$ cat config.mk
export PLATFORM = sky130hd
export DESIGN_NAME = idx_fifo
export DESIGN_NICKNAME = d
export VERILOG_FILES = /design/src/common/stm_pkg.sv /design/src/hw/idx_fifo.sv
export VERILOG_INCLUDE_DIRS = /design/src /design/src/common
export SDC_FILE = /design/constraint.sdc
export NUM_CORES = 1
export LEC_CHECK = 0
export BUFFER_PORTS_ARGS = -buffer_cell sky130_fd_sc_hd__buf_2
export CAP_MARGIN = 20
export CORE_ASPECT_RATIO = 0.9
export CORE_MARGIN = 3
export CORE_UTILIZATION = 61
export DETAILED_ROUTE_END_ITERATION = 8
export PLACE_DENSITY = 0.95
export SYNTH_ARGS = -nofsm -noshare
export SYNTH_HDL_FRONTEND = slang
export SYNTH_SLANG_ARGS = --single-unit
$ cat constraint.sdc
create_clock -name CLK -period 5.5 [get_ports CLK]
set_input_delay 0.825 -clock CLK [delete_from_list [all_inputs] [get_ports CLK]]
set_output_delay 0.825 -clock CLK [all_outputs]
set_load 0.01 [all_outputs]
$ cat src/common/stm_params.svh
`ifndef STM_PARAMS_SVH
`define STM_PARAMS_SVH

`define STM_NUM_SEGMENT 2
`define STM_TIME_W 57
// Divided time, system time bits 56:9
`define STM_TAG_W 48
`define STM_IDX_W 16

// One divider stage per dividend bit
`define STM_DIV_LAT 48

`define STM_FIFO_DEPTH 4

// Reduced from 2^16 entries per segment
`define STM_RAM_DEPTH 1024
`define STM_RAM_AW 10

`endif

$ cat src/common/stm_pkg.sv
`include "stm_params.svh"

package stm_pkg;

  typedef struct packed {
    logic                  segment;
    logic [`STM_IDX_W-1:0] idx;
    logic [`STM_TAG_W-1:0] time_tag;
  } idx_req_t;

  typedef struct packed {
    logic [9:0] x;
    logic [9:0] y;
    logic [7:0] z;
    logic [3:0] intensity;
  } focus_t;

  typedef struct packed {
    logic [7:0]  phase;
    logic [7:0]  intensity;
    logic [15:0] reserved;
  } gain_t;

  // Same RAM word, meaning picked by the segment mode
  typedef union packed {
    focus_t focus;
    gain_t  gain;
  } stm_entry_u;

  typedef struct packed {
    logic                  segment;
    logic [`STM_IDX_W-1:0] idx;
    logic [`STM_TAG_W-1:0] time_tag;
    logic                  focus_mode;
    stm_entry_u            entry;
    logic [7:0]            intensity;
  } drive_t;

  typedef struct packed {
    logic                   en;
    logic                   segment;
    logic [`STM_RAM_AW-1:0] addr;
    logic [31:0]            data;
  } ram_wr_t;

endpackage

$ cat src/hw/idx_fifo.sv
`include "stm_params.svh"

module idx_fifo (
  input  logic              CLK,
  input  logic              rst,
  input  stm_pkg::idx_req_t in_req,
  input  logic              in_valid,
  output logic              in_ready,
  output stm_pkg::idx_req_t out_req,
  output logic              out_valid,
  input  logic              out_ready
);

  localparam int DEPTH = `STM_FIFO_DEPTH;
  localparam int PTR_W = $clog2(DEPTH);
  localparam int CNT_W = $clog2(DEPTH + 1);

  stm_pkg::idx_req_t mem [DEPTH];
  logic [PTR_W-1:0]  wr_ptr;
  logic [PTR_W-1:0]  rd_ptr;
  logic [CNT_W-1:0]  count;
  logic              wr_en;
  logic              rd_en;

  assign in_ready  = count != CNT_W'(DEPTH);
  assign out_valid = count != '0;
  assign out_req   = mem[rd_ptr];
  assign wr_en     = in_valid && in_ready;
  assign rd_en     = out_valid && out_ready;

  always_ff @(posedge CLK) begin
    if (wr_en) begin
      mem[wr_ptr] <= in_req;
    end
  end

  always_ff @(posedge CLK) begin
    if (rst) begin
      wr_ptr <= '0;
      rd_ptr <= '0;
      count  <= '0;
    end else begin
      if (wr_en) begin
        wr_ptr <= (wr_ptr == PTR_W'(DEPTH - 1)) ? '0 : wr_ptr + 1'b1;
      end
      if (rd_en) begin
        rd_ptr <= (rd_ptr == PTR_W'(DEPTH - 1)) ? '0 : rd_ptr + 1'b1;
      end
      case ({wr_en, rd_en})
        2'b10:   count <= count + 1'b1;
        2'b01:   count <= count - 1'b1;
        default: count <= count;
      endcase
    end
  end

  // A full buffer has wrapped pointers and takes no write
  a_no_write_full: assert property (
    @(posedge CLK) disable iff (rst)
    count == CNT_W'(DEPTH) |-> wr_ptr == rd_ptr && !wr_en
  );

endmodule

# == Yosys cells after proc, flatten, opt, wreduce, memory -nomap -nowiden ==
# Memory sizes are Yosys's and may differ from the RTL's. A register that Yosys moved wholly into a read port is not among the register bits.
# Index checks and enable logic that the tools add are counted.
# classes
addsub,4
n_eq_ne,5
n_mux,7
reduce_logical,4
# op_table
operator,n
$mux 2,4
$eq 2x2->1 const B,3
$pmux 3 s2,1
$add 2x1->2 const B,2
$add 3x1->3 const B,1
$ne 3x3->1 const B,1
$reduce_bool 3->1,1
$sub 3x1->3 const B,1
$eq 2x1->1 const B,1
$logic_and 1x1->1,2
$mux 1,2
$reduce_bool 2->1,1
# totals
regBits,7
ram_bits,260
inputBits,69
output_inout_bits,67
word_cells,24
n_memories,1
# memory_table
memory,depth,word_bits,read_ports,rd_ports_with_merged_regs,write_ports,line,text
mem,4,65,1,1,1,idx_fifo.sv:18,stm_pkg::idx_req_t mem [DEPTH];

# == Longest topological paths before layout ==
# Gate-level depths: netlist of run 1.
# logic_depth
depth_word,4
depth_mapped,9
depth_no_buf,8

# == Least setup slack after synthesis of run 1 ==
# Ideal clock, no wire load.
# synth_timing
path_type,input to register
start,in out_ready
end,reg count[2]
setup_time_ns,0.070
t_arrival_ns,2.232
t_required_ns,5.430
slack_ns,3.198
cell_stages,8
n_path_buf,0
path_cell_list,o31ai_1 -> inv_1 -> ha_1 -> inv_1 -> fa_1 -> xor2_1 -> or3_2 -> a21oi_1
# synth_via
elab_chain_cells,3
elab_cells_between_ends,5
cone_classes,eq/ne: 2; mux: 1; reduce/logical: 2
# synth_lines
item,line,text
"start, declared",idx_fifo.sv:11,input logic out_ready
$logic_and 1x1->1 (*),idx_fifo.sv:29,assign rd_en = out_valid && out_ready;
net rd_en,idx_fifo.sv:23,logic rd_en;
$eq 2x1->1 or $eq 2x2->1 (tied branches),idx_fifo.sv:49,"case ({wr_en, rd_en})"
$pmux 3 s2 or $reduce_bool 2->1 (tied branches),--,
"end signal, assigned",idx_fifo.sv:50,2'b10: count <= count + 1'b1;
"end signal, assigned",idx_fifo.sv:51,2'b01: count <= count - 1'b1;
"end signal, assigned",idx_fifo.sv:52,default: count <= count;
"end, declared",idx_fifo.sv:21,logic [CNT_W-1:0] count;
# Mark *: on every way through the listed nets, which the timed path passes. The rest lies on a longest branch.
# A chain may end at the register's enable or synchronous reset.

==> results of run 1 <==
==> power groups by stage <==
stage | clock [uW] | sequential, uW | combinational, uW
floorplan | 0 | 2540 | 720
global placement | 0 | 2650 | 917
detailed placement | 0 | 2670 | 949
CTS | 1630 | 2640 | 961
global route | 1710 | 2660 | 1010
finish | 1600 | 2620 | 944
==> critical path: stages, from the launching register on <==
cell	delay, ns
dfxtp_4	0.97
buf_4	0.50
mux4_2	0.58
buf_2	0.16
==> path summary, 6_finish.rpt <==
path | startpoint | to | slack, ns | cells after the start
worst max-delay path | register | out_req[2] | 1.96 | 3
worst min-delay path | rd_ptr[0] | register | 0.51 | 2
worst max register to register | count[2] | count[2] | 2.98 | 8
worst min register to register | rd_ptr[0] | register | 0.51 | 2
==> final cells by class <==
type	count	area (sq um)
tap	202	253
fill	872	4190
timing repair buffer	136	683
inverter	6	22.5
sequential	269	8000
clock inverter	12	103
multi-input combinational	100	1760
clock buffer	32	652
==> routing by layer <==
metal | vias up | wire length [um] | GRT usage
met2 | 193 | 8990 | 0.335
met1 | 2363 | 6820 | 0.277
met3 | 44 | 1370 | 0.0482
met4 | 4 | 515 | 0.0558
met5 | - | 21 | 0
li1 | 1960 | - | -
==> cells in the mapped netlist <==
master | count | area share
edfxtp_1 | 260 | 0.79
mux4_2 | 65 | 0.15
dfxtp_1 | 9 | 0.018
buf_2 | 7 | 0.0035
buf_6 | 6 | 0.0068
ha_1 | 6 | 0.0076
inv_1 | 6 | 0.0023
and3_2 | 4 | 0.0030
nor2_1 | 4 | 0.0015
a21oi_1 | 3 | 0.0015
clkbuf_1 | 2 | 0.00076
mux2i_1 | 2 | 0.0020
nand2b_1 | 2 | 0.0013
or3_1 | 2 | 0.0013
or3_2 | 2 | 0.0015
xor2_1 | 2 | 0.0018
a211o_1 | 1 | 0.00089
buf_1 | 1 | 0.00038
fa_1 | 1 | 0.0020
nand2_1 | 1 | 0.00038
nand2_2 | 1 | 0.00063
o21ai_0 | 1 | 0.00051
o21ai_2 | 1 | 0.00089
o31ai_1 | 1 | 0.00076
or3b_1 | 1 | 0.00089
==> state kept, by name, indices dropped and copies added (netlist names), named ones only <==
signal,flops
wr_ptr,2
mem,260
rd_ptr,2
count,3
==> stage by stage <==
step | cells | total power (uW)
finish | 757 | 5170
global route | 757 | 5390
CTS | 757 | 5230
detailed placement | 713 | 3620
global placement | 713 | 3570
floorplan | 391 | 3260
==> logic make-up (layout without fill, tap and decap cells) <==
family / after synthesis / in the layout
AND/OR/NAND/NOR: 17 / 17
XOR/XNOR: 2 / 2
AO/OA/AOI/OAI: 7 / 7
buffers and inverters: 22 / 186
flip-flops: 269 / 269
adder cells (fa/ha/maj): 7 / 7
multiplexers: 67 / 67
==> impl_metrics.csv, run 1 <==
group,metric,value,unit
logic_synthesis,syn_avg_cell_area,25.2,sq um
logic_synthesis,synth_fa_ha_area_frac,0.00963,
setup_path,crit_path_max_fanout,46,
power_and_ir_drop,internal_power,3880,uW
clock_network,cts_resized,0,
clock_network,clk_pin_slew,0.06,ns
power_and_ir_drop,powerDensity,450,mW/mm^2
clock_network,clkLatencyLatePin,0.50,ns
logic_synthesis,synthMuxAreaShare,0.150,
setup_path,crit_arrival,2.71,ns
placed_design,globalplace.congestion,0.727,
timing,skew,0.00708,ns
grt,antenna_found_initial,2,
clock_network,postCtsSetupBuffers,0,
floorplan,die_area,0.0177,sq mm
placed_design,io_buffers,135,
logic_synthesis,synth.cell_area,0.00987,sq mm
power_and_ir_drop,p_leak,0.00385,uW
clock_network,cts.sinks,269,
logic_synthesis,syn-instance-count,391,
logic_synthesis,synth_compound_area_frac,0.00456,
logic_synthesis,yosysWarnings,0,
placed_design,dp_worst_setup_slack,2.35,ns
drt,drc,0,
timing,max_freq,0.283,GHz
flow_run,timing.max_cap.violations,0,
timing,tightest_slew,1.02,ns
timing,setup_viol,0,
drt,vias,4564,
drt,routed_via_density,6.03,
layout,finalCoreUtilization,0.733,
logic_synthesis,synth_top_family_by_area,"multiplexers",
power_and_ir_drop,p_sw,1290,uW
timing,post-route-min-period,3.54,ns
power_and_ir_drop,pwr-share-clk,0.309,
power_and_ir_drop,p_comb_frac,0.183,
logic_synthesis,synth_seq_cells,269,
grt,grt_start_max_net_pins,66,
grt,grt_usage,0.202,
placed_design,placed_cell_area,0.0107,sq mm
drt,wire_per_inst,23.4,um
hold_path,min_path_type,"register to register",
layout,antenna_cells,0,
timing,final-hold-violation-count,0,
layout,final_area,0.0115,sq mm
timing,tns,0,ns
setup_path,critPathKind,"register to primary output",
clock_network,root_buffer,"clkbuf_16",
layout,drive_gt1_frac,0.432,
timing,rsz0062_at_grt,"false",
drt,wl,17700,um
timing,setup_ws,1.96,ns
floorplan,pin_count,136,
drt,drtAntennaViolNets,0,
logic_synthesis,yosysUniqueCellTypes,25,
placed_design,detailed_place_hpwl,10100,um
setup_path,required,4.68,ns
clock_network,cts_max_level,1,
power_and_ir_drop,seqPwrFrac,0.508,
layout,final_common_cell,"edfxtp_1",
layout,final_nets,614,
drt,first_pass_iters,4,
clock_network,ctsHoldBuffers,0,
floorplan,die_x,140,um
grt,grt_pass1_vias,4871,
grt,overflow,0,
timing,worst_slew_margin_rel,0.320,
setup_path,setup.worst_path.end_class,"primary output",
floorplan,die_y,127,um
power_and_ir_drop,power_switching_share,0.249,
outcome,status,"completed",
clock_network,numCtsBuffers,25,
floorplan,core-area,0.0157,sq mm
logic_synthesis,syn_nets,467,
drt,drt_iter0_drc,318,
timing,fin_hold_ws,0.511,ns
grt,grt_pass1_wl,27700,um
floorplan,start_util,0.630,
power_and_ir_drop,peakVddDrop,363,uV
setup_path,startpoint_type,"register",
clock_network,clockBufferDepth,3,
layout,area_delta_synth_final,16.2,%
timing,min_period_over_period,0.643,
logic_synthesis,yosys.area_share.simple,0.0105,
floorplan,fp-row-count,43,
logic_synthesis,synth_seq_area_share,0.809,
timing,finalMaxSlewViolations,0,
clock_network,cts_tree,"yes",
logic_synthesis,synthXorXnorAreaFrac,0.00177,
layout,mostFrequentLayoutCells,"edfxtp_1, buf_2, mux4_2",
(Power assumes the default switching activity.)
==> inputs of run 2 (changes only) <==
CORE_UTILIZATION = 51   (was 61)
PLACE_DENSITY = 0.86   (was 0.95)
clock period = 2.9 ns   (was 5.5 ns; I/O delays follow)
==> impl_metrics.csv, run 2 (synthesized netlist as in run 1, its figures left out) <==
group,metric,value,unit
layout,antenna_cells,0,
timing,rsz0062_at_grt,"false",
timing,skew,0.00695,ns
layout,final_common_cell,"edfxtp_1",
power_and_ir_drop,peakVddDrop,604,uV
clock_network,clockBufferDepth,3,
placed_design,place_inst,762,
grt,grt_start_max_net_pins,38,
timing,worst_slew_margin_rel,0.561,
power_and_ir_drop,p_leak,0.00395,uW
timing,tns,0,ns
grt,grt_pass1_wl,27800,um
grt,grt_pass1_vias,4917,
flow_run,timing.max_cap.violations,0,
grt,grt_usage,0.170,
clock_network,postCtsSetupBuffers,0,
clock_network,clkLatencyLatePin,0.51,ns
drt,drc,0,
layout,top_register,"mem",
floorplan,die_y,138,um
hold_path,min_path_type,"primary input to register",
floorplan,pin_count,136,
setup_path,cpPeakStageDelay,0.60,ns
setup_path,required,2.47,ns
timing,post-route-min-period,2.57,ns
layout,final_area,0.0117,sq mm
layout,mostFrequentLayoutCells,"edfxtp_1, buf_2, mux4_2",
grt,antenna_found_initial,0,
floorplan,die_area,0.0211,sq mm
drt,routed_via_density,5.55,
power_and_ir_drop,powerDensity,861,mW/mm^2
timing,setup_viol,0,
placed_design,placed_cell_area,0.0109,sq mm
setup_path,slowest_stage,"dfxtp_4",
placed_design,io_buffers,135,
floorplan,fp-row-count,47,
clock_network,cts_resized,0,
drt,drtAntennaViolNets,0,
clock_network,clk_pin_slew,0.06,ns
layout,drive_gt1_frac,0.448,
layout,final_nets,621,
timing,setup_ws,0.326,ns
layout,top_regs,"mem: 260 flops, count: 3 flops",
timing,max_freq,0.388,GHz
timing,final-hold-violation-count,0,
layout,area_delta_synth_final,19.0,%
timing,finalMaxSlewViolations,0,
layout,finalNonFillerCells,810,
setup_path,crit_path_max_fanout,23,
clock_network,ctsHoldBuffers,0,
setup_path,setup.worst_path.end_class,"primary output",
clock_network,cts.sinks,269,
outcome,status,"completed",
timing,tightest_slew,0.652,ns
clock_network,root_buffer,"clkbuf_16",
clock_network,cts_tree,"yes",
drt,drt_iter0_drc,296,
grt,overflow,0,
floorplan,core-area,0.0187,sq mm
timing,min_period_over_period,0.888,
floorplan,die_x,153,um
placed_design,globalplace.congestion,0.719,
drt,first_pass_iters,4,
drt,vias,4498,
drt,wire_per_inst,22.0,um
clock_network,cts_max_level,1,
placed_design,detailed_place_hpwl,11200,um
setup_path,crit_chain,"buf_12 -> mux4_2 -> buf_2",
placed_design,dp_worst_setup_slack,0.441,ns
setup_path,crit_arrival,2.14,ns
setup_path,critPathKind,"register to primary output",
drt,wl,17800,um
clock_network,numCtsBuffers,26,
setup_path,startpoint_type,"register",
floorplan,start_util,0.528,
layout,largest_register_ff_count,260,
[run 2: worst max-delay path, delay by kind of cell, from the launching register on]
family   cells  cell delay, ns
flops        1            0.60
buf+inv      2            0.43
mux          1            0.56
[run 2: layout make-up]
| class | instances | area (sq um) |
|---|---|---|
| clock buffer | 31 | 691 |
| clock inverter | 17 | 153 |
| fill | 1244 | 6960 |
| inverter | 6 | 22.5 |
| multi-input combinational | 100 | 1760 |
| sequential | 269 | 8000 |
| tap | 245 | 307 |
| timing repair buffer | 142 | 816 |
[run 2: metrics by stage]
stage / total power [uW] / util / hold WS (ns)
final: 10100 / 0.628 / 0.137
after global routing: 10500 / 0.628 / 0.124
after CTS: 10300 / 0.628 / 0.107
after detailed placement: 6980 / 0.583 / 0.529
after global placement: 6860 / 0.583 / 0.463
after floorplan: 6190 / - / 0.463
[run 2: path summary, 6_finish.rpt]
kind         cells past startpoint    endpoint       start  slack [ns]
max reg2reg                      8    count[2]    count[1]        0.43
min                              1  mem[1][58]  in_req[58]        0.14
max                              3  out_req[7]    register        0.33
min reg2reg                      2    count[2]    count[2]        0.53
[run 2: power breakdown]
group          total [uW]  internal, uW  switching (uW)
combinational        1980           981            1000
sequential           4860          4680             189
clock                3270          1960            1310
total               10100          7610            2500
[run 2: routing by layer]
layer	track usage	part of all wire	vias up
met5	0	0	-
met4	0.0336	0.018	0
met3	0.0334	0.053	25
met2	0.300	0.53	137
met1	0.226	0.40	2358
li1	-	-	1978
